--- src/rtl/c2c_pkg.sv ---
// Widths, window length, site count, FSM encodings and vote-option enum for the C2C monitor
`default_nettype none

package c2c_pkg;

  // ==================================================
  // Array sizes
  // ==================================================

  localparam int N_SITES = 3;                 // Peer sensor sites
  localparam int N_REPL  = 3;                 // Replicas per site
  localparam int SITE_WD = 2;                 // Site tag on the output stream

  // ==================================================
  // Measurement window
  // ==================================================

  localparam int WINDOW_CYCLES = 64;
  localparam int CYC_WD        = $clog2(WINDOW_CYCLES);
  localparam int COUNT_WD      = 7;           // 0 to 64

  // Index of each count within a pair
  localparam int SVT = 0;
  localparam int LVT = 1;

  // ==================================================
  // Margin polynomial
  // ==================================================

  localparam int COEF_A_WD  = 8;
  localparam int COEF_BC_WD = 10;
  localparam int COEF_D_WD  = 16;

  // Product widths of the three polynomial terms
  localparam int PROD_A_WD  = COEF_A_WD + 2 * COUNT_WD;
  localparam int PROD_BC_WD = COEF_BC_WD + COUNT_WD;

  localparam int MARGIN_WD = 24;              // Largest term sum fits
  localparam int DATA_WD   = 16;
  localparam int SCALE_WD  = 4;

  // ==================================================
  // Site sequencer states
  // ==================================================

  localparam int STATE_WD = 2;

  localparam logic [STATE_WD-1:0] ST_IDLE    = 2'd0;
  localparam logic [STATE_WD-1:0] ST_MEASURE = 2'd1;
  localparam logic [STATE_WD-1:0] ST_COMPUTE = 2'd2;
  localparam logic [STATE_WD-1:0] ST_HOLD    = 2'd3;

  // Replica selection
  typedef enum logic [1:0] {
    vote_repl_0 = 2'd0,
    vote_repl_1 = 2'd1,
    vote_repl_2 = 2'd2,
    vote_median = 2'd3
  } c2c_vote_opt_e;

endpackage

`default_nettype wire
--- src/rtl/c2c_stream_arbiter.sv ---
// Round-robin valid/ready arbiter of site samples with a registered, site-tagged output
`timescale 1ns/10ps
`default_nettype none

module c2c_stream_arbiter
  import c2c_pkg::*;
(
  input  wire                               i_clk,
  input  wire                               i_rst_n,
  input  logic [N_SITES-1:0]                i_valid,
  input  logic [N_SITES-1:0][DATA_WD-1:0]   i_data,
  output logic [N_SITES-1:0]                o_ready,
  output logic                              o_valid,
  output logic [DATA_WD-1:0]                o_data,
  output logic [SITE_WD-1:0]                o_site,
  input  logic                              i_ready
);

  logic [SITE_WD-1:0] ptr_q;                           // First site to consider
  logic [SITE_WD-1:0] gnt;
  logic               found;
  logic               load;

  // Lowest requester at or after the pointer
  always_comb begin
    int idx;
    gnt   = '0;
    found = 1'b0;
    for (int i = 0; i < N_SITES; i++) begin
      idx = int'(ptr_q) + i;
      if (idx >= N_SITES) idx = idx - N_SITES;
      if (!found && i_valid[idx]) begin
        found = 1'b1;
        gnt   = SITE_WD'(idx);
      end
    end
  end

  assign load = found && (!o_valid || i_ready);

  always_comb begin
    o_ready = '0;
    if (load) o_ready[gnt] = 1'b1;
  end

  always_ff @(posedge i_clk, negedge i_rst_n) begin
    if (!i_rst_n) begin
      o_valid <= 1'b0;
      ptr_q   <= '0;
    end else if (load) begin
      o_valid <= 1'b1;
      ptr_q   <= (gnt == SITE_WD'(N_SITES - 1)) ? '0 : gnt + SITE_WD'(1);
    end else if (i_ready) begin
      o_valid <= 1'b0;
    end
  end

  always_ff @(posedge i_clk) begin
    if (load) begin
      o_data <= i_data[gnt];
      o_site <= gnt;
    end
  end

  // Back-to-back grant moves past the last site when another one waits
  a_grant_rotates : assert property (@(posedge i_clk) disable iff (!i_rst_n)
    load && o_valid && ((i_valid & ~(N_SITES'(1) << o_site)) != '0) |-> gnt != o_site);

  a_out_stable : assert property (@(posedge i_clk) disable iff (!i_rst_n)
    o_valid && !i_ready |=> o_valid && $stable(o_data) && $stable(o_site));

endmodule

`default_nettype wire

--- config.mk ---
export PLATFORM = sky130hd
export DESIGN_NAME = c2c_stream_arbiter
export DESIGN_NICKNAME = d
export VERILOG_FILES = /design/src/rtl/c2c_pkg.sv /design/src/rtl/c2c_stream_arbiter.sv
export SDC_FILE = /design/constraint.sdc
export NUM_CORES = 1
export LEC_CHECK = 0
export ABC_CLOCK_PERIOD_IN_PS = 4400
export BUFFER_PORTS_ARGS = -buffer_cell sky130_fd_sc_hd__buf_2
export CORE_MARGIN = 3
export CORE_UTILIZATION = 51
export CTS_CLUSTER_SIZE = 8
export DETAILED_ROUTE_END_ITERATION = 16
export PLACE_DENSITY = 0.9
export SLEW_MARGIN = 5
export SYNTH_ARGS = -nofsm -noshare
export SYNTH_HDL_FRONTEND = slang
export SYNTH_SLANG_ARGS = --single-unit
export TNS_END_PERCENT = 30
--- constraint.sdc ---
create_clock -name i_clk -period 4.4 [get_ports i_clk]
set_input_delay 0.66 -clock i_clk [delete_from_list [all_inputs] [get_ports i_clk]]
set_output_delay 0.66 -clock i_clk [all_outputs]
set_load 0.01 [all_outputs]
==> results.toml <==
[setup_path]
cpPeakStageDelay_ns = 0.57
ff2ff_path_depth = 7
worstPathRequired_ns = 3.74
cpMostUsedCell = "mux2i_1"
crit_chain = "inv_1 > ha_1 > mux2i_1 > nand4b_2 > and2_1 > mux2i_1 > nor2b_1 > buf_2"
arrival_ns = 3.22
r2r_slack_ns = 1.30
end_kind = "output pin"
worstReg2RegStart = "ptr_q[1]"
r2r_end = "o_data[3]"
path_max_fanout = 21
cp.buffers_inverters = 2
cp_top_family = "simple AND/OR/NAND/NOR gates"
startpoint_type = "flip-flop"
slowest_stage = "ha_1"
critPathKind = "reg2out"

[yosys]
synth.distinct_cells = 38
syn_inst = 174
synth_area_mm2 = 0.00170
syn_area_per_cell_um2 = 9.79
synth_nets = 232
ys_ff_latch = 21
synth-seq-area-share = 0.361
synth_warnings = 0

[timing]
fin_hold_ws_ns = 0.137
setup_viol = 0
fin_ws_ns = 0.519
timing.final.crit_share = 0.882
rsz0062_at_grt = "no"
worst_pin_slew_ns = 0.649
slew_violations = 0
fmax_mhz = 258
maxSlewHeadroom = 0.567
finalSetupTns_ns = 0
finClkSkew_ns = 0.00527
fin_crit_ns = 3.88
hold_viol_final = 0

[floorplan]
num_io_pins = 76
die-area_mm2 = 0.00407
core_mm2 = 0.00313
initial_core_util = 0.545
std_cell_rows = 20
die_h_um = 63.8
dieWidth_um = 63.8

[routing]
wirelength_um = 4420
vias_per_cell = 5.52
dr.pass1.iters = 4
wire_per_inst_um = 15.4
drtAntennaViolNets = 0
drc = 0
num_vias = 1584
dr.first_iter.drc_count = 65

[place]
io_buffers = 75
placed_cells = 283
gp_congestion = 0.859
dpl_worst_slack_ns = 0.885
post_dp_cell_area_mm2 = 0.00207
dp_hpwl_um = 3520

[cells_and_area]
instances_no_fill = 287
final_cell_area_mm2 = 0.00209
seq_area_um2 = 616
final_cell_mix = "75 x buf_2, 32 x a211oi_1, 21 x nand2_1, 18 x and2_1, 18 x edfxtp_1"
drive_above_1_share = 0.379
nets = 302
insertedDiodeCount = 0
finalCoreUtilization = 0.669
multi_input_area_um2 = 983
layout_commonest_cell = "buf_2"
syn2layout_area_growth_pct = 22.8
fillers = 262

[power]
ir_drop_uv = 397
power.total_mw = 1.51
power.leakage_nw = 0.860
power.density_mw_per_mm2 = 721

[clock_network]
cts_setup_buffers = 0
cts_tree = "yes"
numCtsBuffers = 3
tritoncts_num_sinks = 21
cts_hold_buf = 0
cts_max_level = 1
root_buffer = "clkbuf_4"
cts_resized = 0
clk_latency_ns = 0.30
clk_pin_slew_worst_paths_ns = 0.11
cts_buffer_depth = 2

[global_routing]
grt_overflow_total = 0
track_usage = 0.222
grt_pass1_vias = 1533
antenna_found_initial = 0
grt_max_degree = 37
grt_pass1_wl_um = 7180

[flow_run]
maxCapViolations = 0

[outcome]
status = "completed"

[worst_hold_path]
hp-class = "in2async"
[report_power, final]
part           internal (mW)  switching, mW  leakage (nW)  total, mW
Combinational          0.392          0.613         0.636       1.01
Sequential             0.390         0.0270         0.209      0.417
Clock                 0.0353         0.0525        0.0150     0.0878
[cells by family (layout without fill, tap and decap cells)]
group / Yosys count / after routing / synth area share
compound gates: 73 / 73 / 0.337
fa+ha+maj: 4 / 4 / 0.0294
buf+inv: 17 / 86 / 0.0617
flops: 21 / 21 / 0.361
mux: 5 / 5 / 0.0345
simple gates: 54 / 54 / 0.176
[Yosys cell counts (all sizes together)]
library cell / count / share of area
nand4b: 1 / 0.0088
o31ai: 18 / 0.087
nor4b: 1 / 0.0051
a21oi: 2 / 0.0081
and2: 18 / 0.066
edfxtp: 18 / 0.32
and2b: 1 / 0.0044
nand3b: 1 / 0.0044
nor2b: 3 / 0.011
inv: 3 / 0.0066
o21bai: 1 / 0.0044
clkbuf: 5 / 0.011
o211ai: 1 / 0.0044
and3b: 1 / 0.0051
dfrtp: 3 / 0.044
o21ai: 1 / 0.0051
nor3: 1 / 0.0029
nor2: 2 / 0.0044
buf: 8 / 0.042
a211oi: 32 / 0.14
mux2: 1 / 0.0088
clkinv: 1 / 0.0022
ha: 4 / 0.029
o221ai: 1 / 0.0088
o22ai: 1 / 0.0073
nand2: 22 / 0.053
a21boi: 16 / 0.070
mux2i: 4 / 0.026
nand2b: 1 / 0.0037
or2: 2 / 0.0073
[worst register-to-register path: cells and delay by family, from the launching register on]
family / cells / cell delay [ns]
muxes: 1 / 0.40
buffers and inverters: 1 / 0.10
DFF: 1 / 0.43
and+or+nand+nor: 2 / 0.84
adders and majority gates: 1 / 0.57
AOI/OAI and AO/OA: 2 / 0.50
[routing by layer]
metal,wire length [um],vias up,track usage
met3,280,6,0.0246
met4,63,0,0.0889
li1,-,802,-
met5,0,-,0
met1,1910,700,0.298
met2,2160,76,0.365
[worst max-delay path by stage]
stage                 end  depth (start not counted)  slack, ns      from
2_1_floorplan  o_ready[1]                          9       1.79  ptr_q[1]
3_3_place_gp   o_ready[1]                          8       1.05  ptr_q[1]
3_5_place_dp   o_ready[1]                          8       0.88  ptr_q[1]
4_1_cts        o_ready[1]                          8       0.54  ptr_q[1]
5_1_grt        o_ready[1]                          8       0.26  ptr_q[1]
6_report       o_ready[1]                          8       0.52  ptr_q[1]
[state kept, by name, indices dropped and copies added, names as in the netlist]
| register | cells |
|---|---|
| o_valid | 1 |
| o_site | 2 |
| ptr_q | 2 |
| o_data | 16 |
[final cells by class]
cell class              instances  area share
well taps                      44      0.0263
multi-input cells             136       0.470
inverters                       4     0.00717
repair buffers                 78       0.190
flip-flops and latches         21       0.294
clock buffers                   4      0.0126
Note: power is estimated with default switching activity, not from simulation.
