File: config.mk
export PLATFORM = sky130hd
export DESIGN_NAME = c2c_monitor_site
export DESIGN_NICKNAME = d
export VERILOG_FILES = /design/src/rtl/c2c_pkg.sv /design/src/rtl/c2c_monitor_site.sv /design/src/rtl/c2c_margin_calc.sv /design/src/rtl/c2c_vote.sv /design/src/rtl/c2c_replica_counter.sv
export SDC_FILE = /design/constraint.sdc
export NUM_CORES = 2
export LEC_CHECK = 0
export BUFFER_PORTS_ARGS = -buffer_cell sky130_fd_sc_hd__buf_4
export CAP_MARGIN = 0
export CORE_MARGIN = 2
export CORE_UTILIZATION = 55
export CTS_CLUSTER_SIZE = 28
export DETAILED_ROUTE_END_ITERATION = 7
export PLACE_DENSITY = 0.72
export SYNTH_ARGS = -nofsm -noshare
export SYNTH_HDL_FRONTEND = slang
export SYNTH_SLANG_ARGS = --single-unit
export TNS_END_PERCENT = 30
File: constraint.sdc
create_clock -name i_clk -period 18.4 [get_ports i_clk]
set_input_delay 1.84 -clock i_clk [delete_from_list [all_inputs] [get_ports i_clk]]
set_output_delay 1.84 -clock i_clk [all_outputs]
set_load 0.01 [all_outputs]
File: src/rtl/c2c_pkg.sv
// Widths, window length, site count, FSM encodings and vote-option enum for the C2C monitor
`default_nettype none

package c2c_pkg;

  // ==================================================
  // Array sizes
  // ==================================================

  localparam int N_SITES = 3;                 // Peer sensor sites
  localparam int N_REPL  = 3;                 // Replicas per site
  localparam int SITE_WD = 2;                 // Site tag on the output stream

  // ==================================================
  // Measurement window
  // ==================================================

  localparam int WINDOW_CYCLES = 64;
  localparam int CYC_WD        = $clog2(WINDOW_CYCLES);
  localparam int COUNT_WD      = 7;           // 0 to 64

  // Index of each count within a pair
  localparam int SVT = 0;
  localparam int LVT = 1;

  // ==================================================
  // Margin polynomial
  // ==================================================

  localparam int COEF_A_WD  = 8;
  localparam int COEF_BC_WD = 10;
  localparam int COEF_D_WD  = 16;

  // Product widths of the three polynomial terms
  localparam int PROD_A_WD  = COEF_A_WD + 2 * COUNT_WD;
  localparam int PROD_BC_WD = COEF_BC_WD + COUNT_WD;

  localparam int MARGIN_WD = 24;              // Largest term sum fits
  localparam int DATA_WD   = 16;
  localparam int SCALE_WD  = 4;

  // ==================================================
  // Site sequencer states
  // ==================================================

  localparam int STATE_WD = 2;

  localparam logic [STATE_WD-1:0] ST_IDLE    = 2'd0;
  localparam logic [STATE_WD-1:0] ST_MEASURE = 2'd1;
  localparam logic [STATE_WD-1:0] ST_COMPUTE = 2'd2;
  localparam logic [STATE_WD-1:0] ST_HOLD    = 2'd3;

  // Replica selection
  typedef enum logic [1:0] {
    vote_repl_0 = 2'd0,
    vote_repl_1 = 2'd1,
    vote_repl_2 = 2'd2,
    vote_median = 2'd3
  } c2c_vote_opt_e;

endpackage

`default_nettype wire
File: src/rtl/c2c_monitor_site.sv
// One sensor site: window sequencer, three replica counters, vote, margin and held sample
`timescale 1ns/10ps
`default_nettype none

module c2c_monitor_site
  import c2c_pkg::*;
(
  input  wire                          i_clk,
  input  wire                          i_rst_n,
  input  logic                         i_enable,
  input  logic [N_REPL-1:0][1:0]       i_sense,
  input  c2c_vote_opt_e                i_vote,
  input  logic [1:0][COEF_A_WD-1:0]    i_coef_a,
  input  logic [1:0][COEF_BC_WD-1:0]   i_coef_b,
  input  logic [1:0][COEF_BC_WD-1:0]   i_coef_c,
  input  logic [1:0][COEF_D_WD-1:0]    i_coef_d,
  input  logic [SCALE_WD-1:0]          i_scale,
  output logic                         o_valid,
  output logic [DATA_WD-1:0]           o_data,
  input  logic                         i_ready
);

  logic [STATE_WD-1:0]                  state_q;
  logic [STATE_WD-1:0]                  state_d;
  logic                                 start;
  logic                                 abort;
  logic [N_REPL-1:0]                    repl_done;
  logic                                 all_done;
  logic [N_REPL-1:0][1:0][COUNT_WD-1:0] repl_count;
  logic                                 vote_valid;
  logic [1:0][COUNT_WD-1:0]             vote_pair;
  logic                                 calc_valid;
  logic [DATA_WD-1:0]                   calc_data;

  // ==================================================
  // Window sequencer
  // ==================================================

  always_comb begin
    state_d = state_q;
    start   = 1'b0;
    abort   = 1'b0;
    case (state_q)
      ST_IDLE: begin
        if (i_enable) begin
          start   = 1'b1;
          state_d = ST_MEASURE;
        end
      end
      ST_MEASURE: begin
        if (!i_enable) begin
          abort   = 1'b1;                              // Window dropped, no sample
          state_d = ST_IDLE;
        end else if (all_done) begin
          state_d = ST_COMPUTE;
        end
      end
      ST_COMPUTE: if (calc_valid) state_d = ST_HOLD;
      ST_HOLD:    if (i_ready) state_d = ST_IDLE;
      default:    state_d = ST_IDLE;
    endcase
  end

  always_ff @(posedge i_clk, negedge i_rst_n) begin
    if (!i_rst_n) state_q <= ST_IDLE;
    else          state_q <= state_d;
  end

  // ==================================================
  // Datapath
  // ==================================================

  for (genvar r = 0; r < N_REPL; r++) begin : g_repl
    c2c_replica_counter u_counter (
      .i_clk   (i_clk),
      .i_rst_n (i_rst_n),
      .i_start (start),
      .i_abort (abort),
      .i_sense (i_sense[r]),
      .o_count (repl_count[r]),
      .o_done  (repl_done[r])
    );
  end

  assign all_done = &repl_done;                        // Replicas share one window

  c2c_vote u_vote (
    .i_clk    (i_clk),
    .i_rst_n  (i_rst_n),
    .i_valid  (all_done),
    .i_counts (repl_count),
    .i_vote   (i_vote),
    .o_valid  (vote_valid),
    .o_pair   (vote_pair)
  );

  c2c_margin_calc u_margin_calc (
    .i_clk    (i_clk),
    .i_rst_n  (i_rst_n),
    .i_valid  (vote_valid),
    .i_pair   (vote_pair),
    .i_coef_a (i_coef_a),
    .i_coef_b (i_coef_b),
    .i_coef_c (i_coef_c),
    .i_coef_d (i_coef_d),
    .i_scale  (i_scale),
    .o_valid  (calc_valid),
    .o_data   (calc_data)
  );

  always_ff @(posedge i_clk) begin
    if (calc_valid) o_data <= calc_data;
  end

  assign o_valid = (state_q == ST_HOLD);

  a_hold_stable : assert property (@(posedge i_clk) disable iff (!i_rst_n)
    o_valid && !i_ready |=> o_valid && $stable(o_data));

endmodule

`default_nettype wire

File: src/rtl/c2c_margin_calc.sv
// Two-stage pipelined two-corner margin polynomial with minimum and right-shift scaling
`timescale 1ns/10ps
`default_nettype none

module c2c_margin_calc
  import c2c_pkg::*;
(
  input  wire                          i_clk,
  input  wire                          i_rst_n,
  input  logic                         i_valid,
  input  logic [1:0][COUNT_WD-1:0]     i_pair,
  input  logic [1:0][COEF_A_WD-1:0]    i_coef_a,
  input  logic [1:0][COEF_BC_WD-1:0]   i_coef_b,
  input  logic [1:0][COEF_BC_WD-1:0]   i_coef_c,
  input  logic [1:0][COEF_D_WD-1:0]    i_coef_d,
  input  logic [SCALE_WD-1:0]          i_scale,
  output logic                         o_valid,
  output logic [DATA_WD-1:0]           o_data
);

  logic [1:0][PROD_A_WD-1:0]  prod_a_d;
  logic [1:0][PROD_BC_WD-1:0] prod_b_d;
  logic [1:0][PROD_BC_WD-1:0] prod_c_d;
  logic [1:0][PROD_A_WD-1:0]  prod_a_q;
  logic [1:0][PROD_BC_WD-1:0] prod_b_q;
  logic [1:0][PROD_BC_WD-1:0] prod_c_q;
  logic                       valid1_q;
  logic [1:0][MARGIN_WD-1:0]  margin;
  logic [MARGIN_WD-1:0]       min_margin;

  // ==================================================
  // Stage 1: products per corner
  // ==================================================

  always_comb begin
    for (int k = 0; k < 2; k++) begin
      prod_a_d[k] = i_coef_a[k] * i_pair[LVT] * i_pair[SVT];
      prod_b_d[k] = i_coef_b[k] * i_pair[SVT];
      prod_c_d[k] = i_coef_c[k] * i_pair[LVT];
    end
  end

  always_ff @(posedge i_clk) begin
    if (i_valid) begin
      prod_a_q <= prod_a_d;
      prod_b_q <= prod_b_d;
      prod_c_q <= prod_c_d;
    end
  end

  // ==================================================
  // Stage 2: sum, minimum and scaling
  // ==================================================

  always_comb begin
    for (int k = 0; k < 2; k++) begin
      margin[k] = MARGIN_WD'(prod_a_q[k]) + MARGIN_WD'(prod_b_q[k])
                + MARGIN_WD'(prod_c_q[k]) + MARGIN_WD'(i_coef_d[k]);
    end
  end

  assign min_margin = (margin[1] < margin[0]) ? margin[1] : margin[0];

  always_ff @(posedge i_clk) begin
    if (valid1_q) o_data <= DATA_WD'(min_margin >> i_scale);   // Truncated
  end

  always_ff @(posedge i_clk, negedge i_rst_n) begin
    if (!i_rst_n) begin
      valid1_q <= 1'b0;
      o_valid  <= 1'b0;
    end else begin
      valid1_q <= i_valid;
      o_valid  <= valid1_q;
    end
  end

endmodule

`default_nettype wire

File: src/rtl/c2c_vote.sv
// Median-of-three or fixed-replica selection of count pairs, registered with its valid
`timescale 1ns/10ps
`default_nettype none

module c2c_vote
  import c2c_pkg::*;
(
  input  wire                                  i_clk,
  input  wire                                  i_rst_n,
  input  logic                                 i_valid,
  input  logic [N_REPL-1:0][1:0][COUNT_WD-1:0] i_counts,
  input  c2c_vote_opt_e                        i_vote,
  output logic                                 o_valid,
  output logic [1:0][COUNT_WD-1:0]             o_pair
);

  logic [1:0][COUNT_WD-1:0] median;
  logic [1:0][COUNT_WD-1:0] sel;

  function automatic logic [COUNT_WD-1:0] median3(
    input logic [COUNT_WD-1:0] a,
    input logic [COUNT_WD-1:0] b,
    input logic [COUNT_WD-1:0] c
  );
    logic [COUNT_WD-1:0] lo;
    logic [COUNT_WD-1:0] hi;
    lo = (a < b) ? a : b;
    hi = (a < b) ? b : a;
    if (c < lo)      return lo;
    else if (c > hi) return hi;
    else             return c;
  endfunction

  // SVT and LVT voted separately
  always_comb begin
    for (int k = 0; k < 2; k++) begin
      median[k] = median3(i_counts[0][k], i_counts[1][k], i_counts[2][k]);
    end
  end

  always_comb begin
    case (i_vote)
      vote_repl_0: sel = i_counts[0];
      vote_repl_1: sel = i_counts[1];
      vote_repl_2: sel = i_counts[2];
      default:     sel = median;
    endcase
  end

  always_ff @(posedge i_clk, negedge i_rst_n) begin
    if (!i_rst_n) o_valid <= 1'b0;
    else          o_valid <= i_valid;
  end

  always_ff @(posedge i_clk) begin
    if (i_valid) o_pair <= sel;
  end

  // Vote option must not move while a result is taken
  a_vote_stable : assert property (@(posedge i_clk) disable iff (!i_rst_n)
    i_valid |-> $stable(i_vote));

endmodule

`default_nettype wire

File: src/rtl/c2c_replica_counter.sv
// High-cycle counter for one SVT and one LVT sensor input over a measurement window
`timescale 1ns/10ps
`default_nettype none

module c2c_replica_counter
  import c2c_pkg::*;
(
  input  wire                       i_clk,
  input  wire                       i_rst_n,
  input  logic                      i_start,
  input  logic                      i_abort,
  input  logic [1:0]                i_sense,
  output logic [1:0][COUNT_WD-1:0]  o_count,
  output logic                      o_done
);

  logic                      active_q;
  logic [CYC_WD-1:0]         cyc_q;
  logic                      last_cyc;
  logic [1:0][COUNT_WD-1:0]  cnt_q;
  logic [1:0][COUNT_WD-1:0]  cnt_d;

  assign last_cyc = (cyc_q == CYC_WD'(WINDOW_CYCLES - 1));

  always_ff @(posedge i_clk, negedge i_rst_n) begin
    if (!i_rst_n) begin
      active_q <= 1'b0;
      cyc_q    <= '0;
    end else if (i_abort) begin
      active_q <= 1'b0;
    end else if (i_start) begin
      active_q <= 1'b1;
      cyc_q    <= '0;
    end else if (active_q) begin
      active_q <= !last_cyc;
      cyc_q    <= cyc_q + CYC_WD'(1);
    end
  end

  // Running totals include the current cycle
  always_comb begin
    for (int b = 0; b < 2; b++) begin
      cnt_d[b] = cnt_q[b] + COUNT_WD'(active_q & i_sense[b]);
    end
  end

  always_ff @(posedge i_clk) begin
    if (i_start)       cnt_q <= '0;
    else if (active_q) cnt_q <= cnt_d;
  end

  assign o_count = cnt_d;                              // Final on the last window cycle
  assign o_done  = active_q & last_cyc & !i_abort;

endmodule

`default_nettype wire

==> run_results.csv <==
group,metric,value,unit
sta,finalCritPeriodShare,53.62,%
synth,synthSimpleGateAreaFrac,16.07,%
synth,yosysMostFrequentCell,"inv_1",
floorplanning,io_pins,121,
floorplanning,die_w,253.1,um
worst_setup_path,cp_common_cell,"fa_1",
clock_tree,clk_latency,0.57,ns
synth,synthCells,3752,
clock_tree,holdBufCountCts,0,
synth,yosys.area.top_type,"fa_1",
sta,clock_skew,0.01586,ns
worst_setup_path,r2r_start,"u_vote.o_pair[8]$_DFFE_PP_",
global_route,grt_use_met1,30.45,%
sta,min_period,9.865,ns
worst_setup_path,r2r_cells,34,
sta,tns,0,ns
cells_and_area,layout.nets,4719,
power_and_ir_drop,peakVddDrop,0.1571,mV
sta,drv_slew,0,
synth,synth_fp_nets,4666,
clock_tree,htree_num_levels,1,
worst_setup_path,cp.required,18.72,ns
worst_setup_path,crit_fanout,7,
floorplanning,rows,91,
synth,synth_cell_types,82,
detailed_routing,wl,76.55,mm
synth,synth_fa_ha_area_share,38.00,%
power_and_ir_drop,p_leak,18.29,nW
sta,rsz0062_at_grt,"false",
clock_tree,cts_buffer_depth,3,
synth,ys_seq_area_share,18.27,%
worst_setup_path,rrSetupSlack,9.24,ns
synth,ys.flop_type,"edfxtp_1",
clock_tree,post_cts_resized,0,
detailed_routing,drt_pass1_iterations,8,
floorplanning,die_h,253.1,um
sta,fmax,101.4,MHz
synth,ys.warnings.count,0,
synth,avgSynthCellArea,9.098,um^2
clock_tree,clockRootBuffer,"clkbuf_16",
worst_setup_path,worstSetupPathType,"input pin to flop",
clock_tree,cts_tree,"yes",
synth,synth_compound_gate_area_share,10.37,%
detailed_routing,viasPerCell,5.510,
worst_hold_path,hp-class,"flop to flop",
sta,setup_ws,8.535,ns
global_route,grt_use_met2,44.46,%
sta,maxSlewHeadroom,27.22,%
detailed_routing,ant_nets,0,
clock_tree,post_cts_buffers,0,
global_route,grt.busiest_layer,"met2",
synth,synth_xor_area_share,6.645,%
sta,setup_viol,0,
worst_setup_path,crit_arrival,10.18,ns
worst_hold_path,hold_start,"u_margin_calc.o_data[1]$_DFFE_PP_",
worst_setup_path,cp-startpoint,"i_coef_a[5]",
power_and_ir_drop,power-per-cell-area,124.6,nW/um^2
clock_tree,clock_sinks,226,
placement,dp_worst_setup_slack,7.971,ns
cells_and_area,drive_gt1_share,6.769,%
synth,muxShareOfSynthArea,2.976,%
global_route,grt_pass1_wl,127.0,mm
global_route,grt_pass1_vias,25600,
clock_tree,clkTransAtPathRegs,0.07,ns
sta,tightest_slew,1.092,ns
synth,synth-edff-count,158,
synth,synth_top_area_share,22.17,%
worst_setup_path,max_stage_delay,0.56,ns
floorplanning,die_area,64070,um^2
detailed_routing,wl_per_cell,16.58,um
global_route,grtUsageTotal,24.55,%
synth,syn_area,34140,um^2
detailed_routing,num_vias,25440,
floorplanning,start_util,55.52,%
worst_setup_path,r2r_end,"u_margin_calc.prod_a_q[21]$_DFFE_PP_",
global_route,grt_max_degree,81,
synth,synth_top_family_by_area,"adder cells",
global_route,gr-total-overflow,0,
worst_setup_path,setup.worst_path.end,"u_margin_calc.prod_a_q[21]$_DFFE_PP_",
cells_and_area,syn2layout_area_growth,7.459,%
global_route,antenna_found_initial,0,
sta,hold_viol,0,
placement,numPortBuffers,120,
detailed_routing,drt_iter0_drc,1287,
synth,ys_top_cells_by_area,"fa_1 (22%), ha_1 (16%), edfxtp_1 (14%)",
detailed_routing,drc_errors,0,
floorplanning,coreArea,61480,um^2
synth,ys_async_sr_fraction,11.50,%
worst_setup_path,cp-start-kind,"input pin",
placement,gp_congestion,0.9230,
synth,ys_ff_latch,226,
run,cap_viol_max_count,0,
worst_setup_path,cp_slowest_cell,"fa_1",
run_status,status,"complete, no violations",
worst_setup_path,worst_setup_path_end_kind,"flop",
clock_tree,cts_made_buffers,27,
placement,dpl.hpwl,61.19,mm
synth,synth_common_cells,"inv_1 (573), nand2_1 (447), ha_1 (432)",
global_route,met3_usage,2.426,%
## layout by cell type, fill, tap and decap left out, types with 26 or more instances in the layout
| cell type | instances |
|---|---|
| inv_1 | 573 |
| nand2_1 | 447 |
| ha_1 | 432 |
| fa_1 | 378 |
| and2_1 | 287 |
| a21oi_1 | 177 |
| nor2_1 | 158 |
| edfxtp_1 | 158 |
| buf_4 | 143 |
| xnor2_1 | 133 |
| xor2_1 | 126 |
| o21ai_0 | 102 |
| a21o_1 | 64 |
| mux2i_1 | 61 |
| nand3_1 | 48 |
| dfxtp_1 | 42 |
| o21bai_1 | 38 |
| nand2b_1 | 36 |
| nand4_1 | 30 |
| nor3_1 | 29 |
| a211oi_1 | 28 |
| clkbuf_16 | 28 |
| and3_1 | 26 |
## cell type report
class	count	area [um^2]
antenna	1	2.502
clock buffer	31	732.0
clock inverter	19	192.7
fill	5356	24800
inverter	574	2155
multi-input combinational	2833	25300
sequential	226	6240
tap	790	988.4
timing repair buffer	143	1074
## cells by family (layout without fill, tap and decap cells)
logic type / count (synthesis) / count (layout)
muxes: 84 / 84
DFF: 226 / 226
and+or+nand+nor: 1126 / 1126
other: 2 / 3
adders and majority gates: 810 / 810
xor gates and xnor gates: 259 / 259
AOI/OAI and AO/OA: 552 / 552
buffers and inverters: 693 / 767
## flip-flops by register name, indices dropped and copies added (netlist names), named ones only
name	cells
u_margin_calc.prod_a_q	44
g_repl.u_counter.active_q	3
u_margin_calc.valid1_q	1
state_q	1
u_vote.o_pair	14
u_margin_calc.prod_c_q	34
u_margin_calc.o_data	16
u_margin_calc.o_valid	1
o_data	16
g_repl.u_counter.cyc_q	18
u_vote.o_valid	1
u_margin_calc.prod_b_q	34
g_repl.u_counter.cnt_q	42
## worst min-delay path by stage
stage,endpoint,cells past startpoint
after floorplan,o_data[0]$_DFFE_PP_,0
after global placement,o_data[12]$_DFFE_PP_,0
after detailed placement,o_data[14]$_DFFE_PP_,0
after CTS,o_data[1]$_DFFE_PP_,0
after global routing,o_data[12]$_DFFE_PP_,0
final,o_data[1]$_DFFE_PP_,0
## power by group
part	internal, mW	total, mW	switching (mW)
Sequential	0.728	0.748	0.0199
Clock	0.319	0.557	0.238
Combinational	1.46	3.27	1.80
Total	2.51	4.57	2.06
## routing by layer
| layer | share of wire (%) | vias up | wire length (um) |
|---|---|---|---|
| met3 | 4.1 | 126 | 3127 |
| met2 | 50 | 536 | 38470 |
| li1 | - | 12390 | - |
| met1 | 42 | 12390 | 32040 |
| met5 | 0 | - | 0 |
| met4 | 3.8 | 0 | 2913 |
## critical path: cells and delay by family
kind	cells	cell delay [ns]
AOI/OAI and AO/OA	11	2.33
adders and majority gates	10	4.46
xor gates and xnor gates	2	0.54
buffers and inverters	6	0.38
and+or+nand+nor	5	0.63
## per-stage QoR
step	instance area, um^2	util (%)	cells	power [mW]	hold WS, ns
after floorplan	34140	-	3752	3.401	0.4003
after CTS	36680	59.66	4616	4.588	0.4195
after global placement	35760	58.15	4566	3.925	0.4019
final	36680	59.66	4617	4.571	0.4124
after global routing	36680	59.66	4616	5.078	0.4259
after detailed placement	35760	58.15	4566	4.004	0.4063
(Power assumes the default switching activity.)
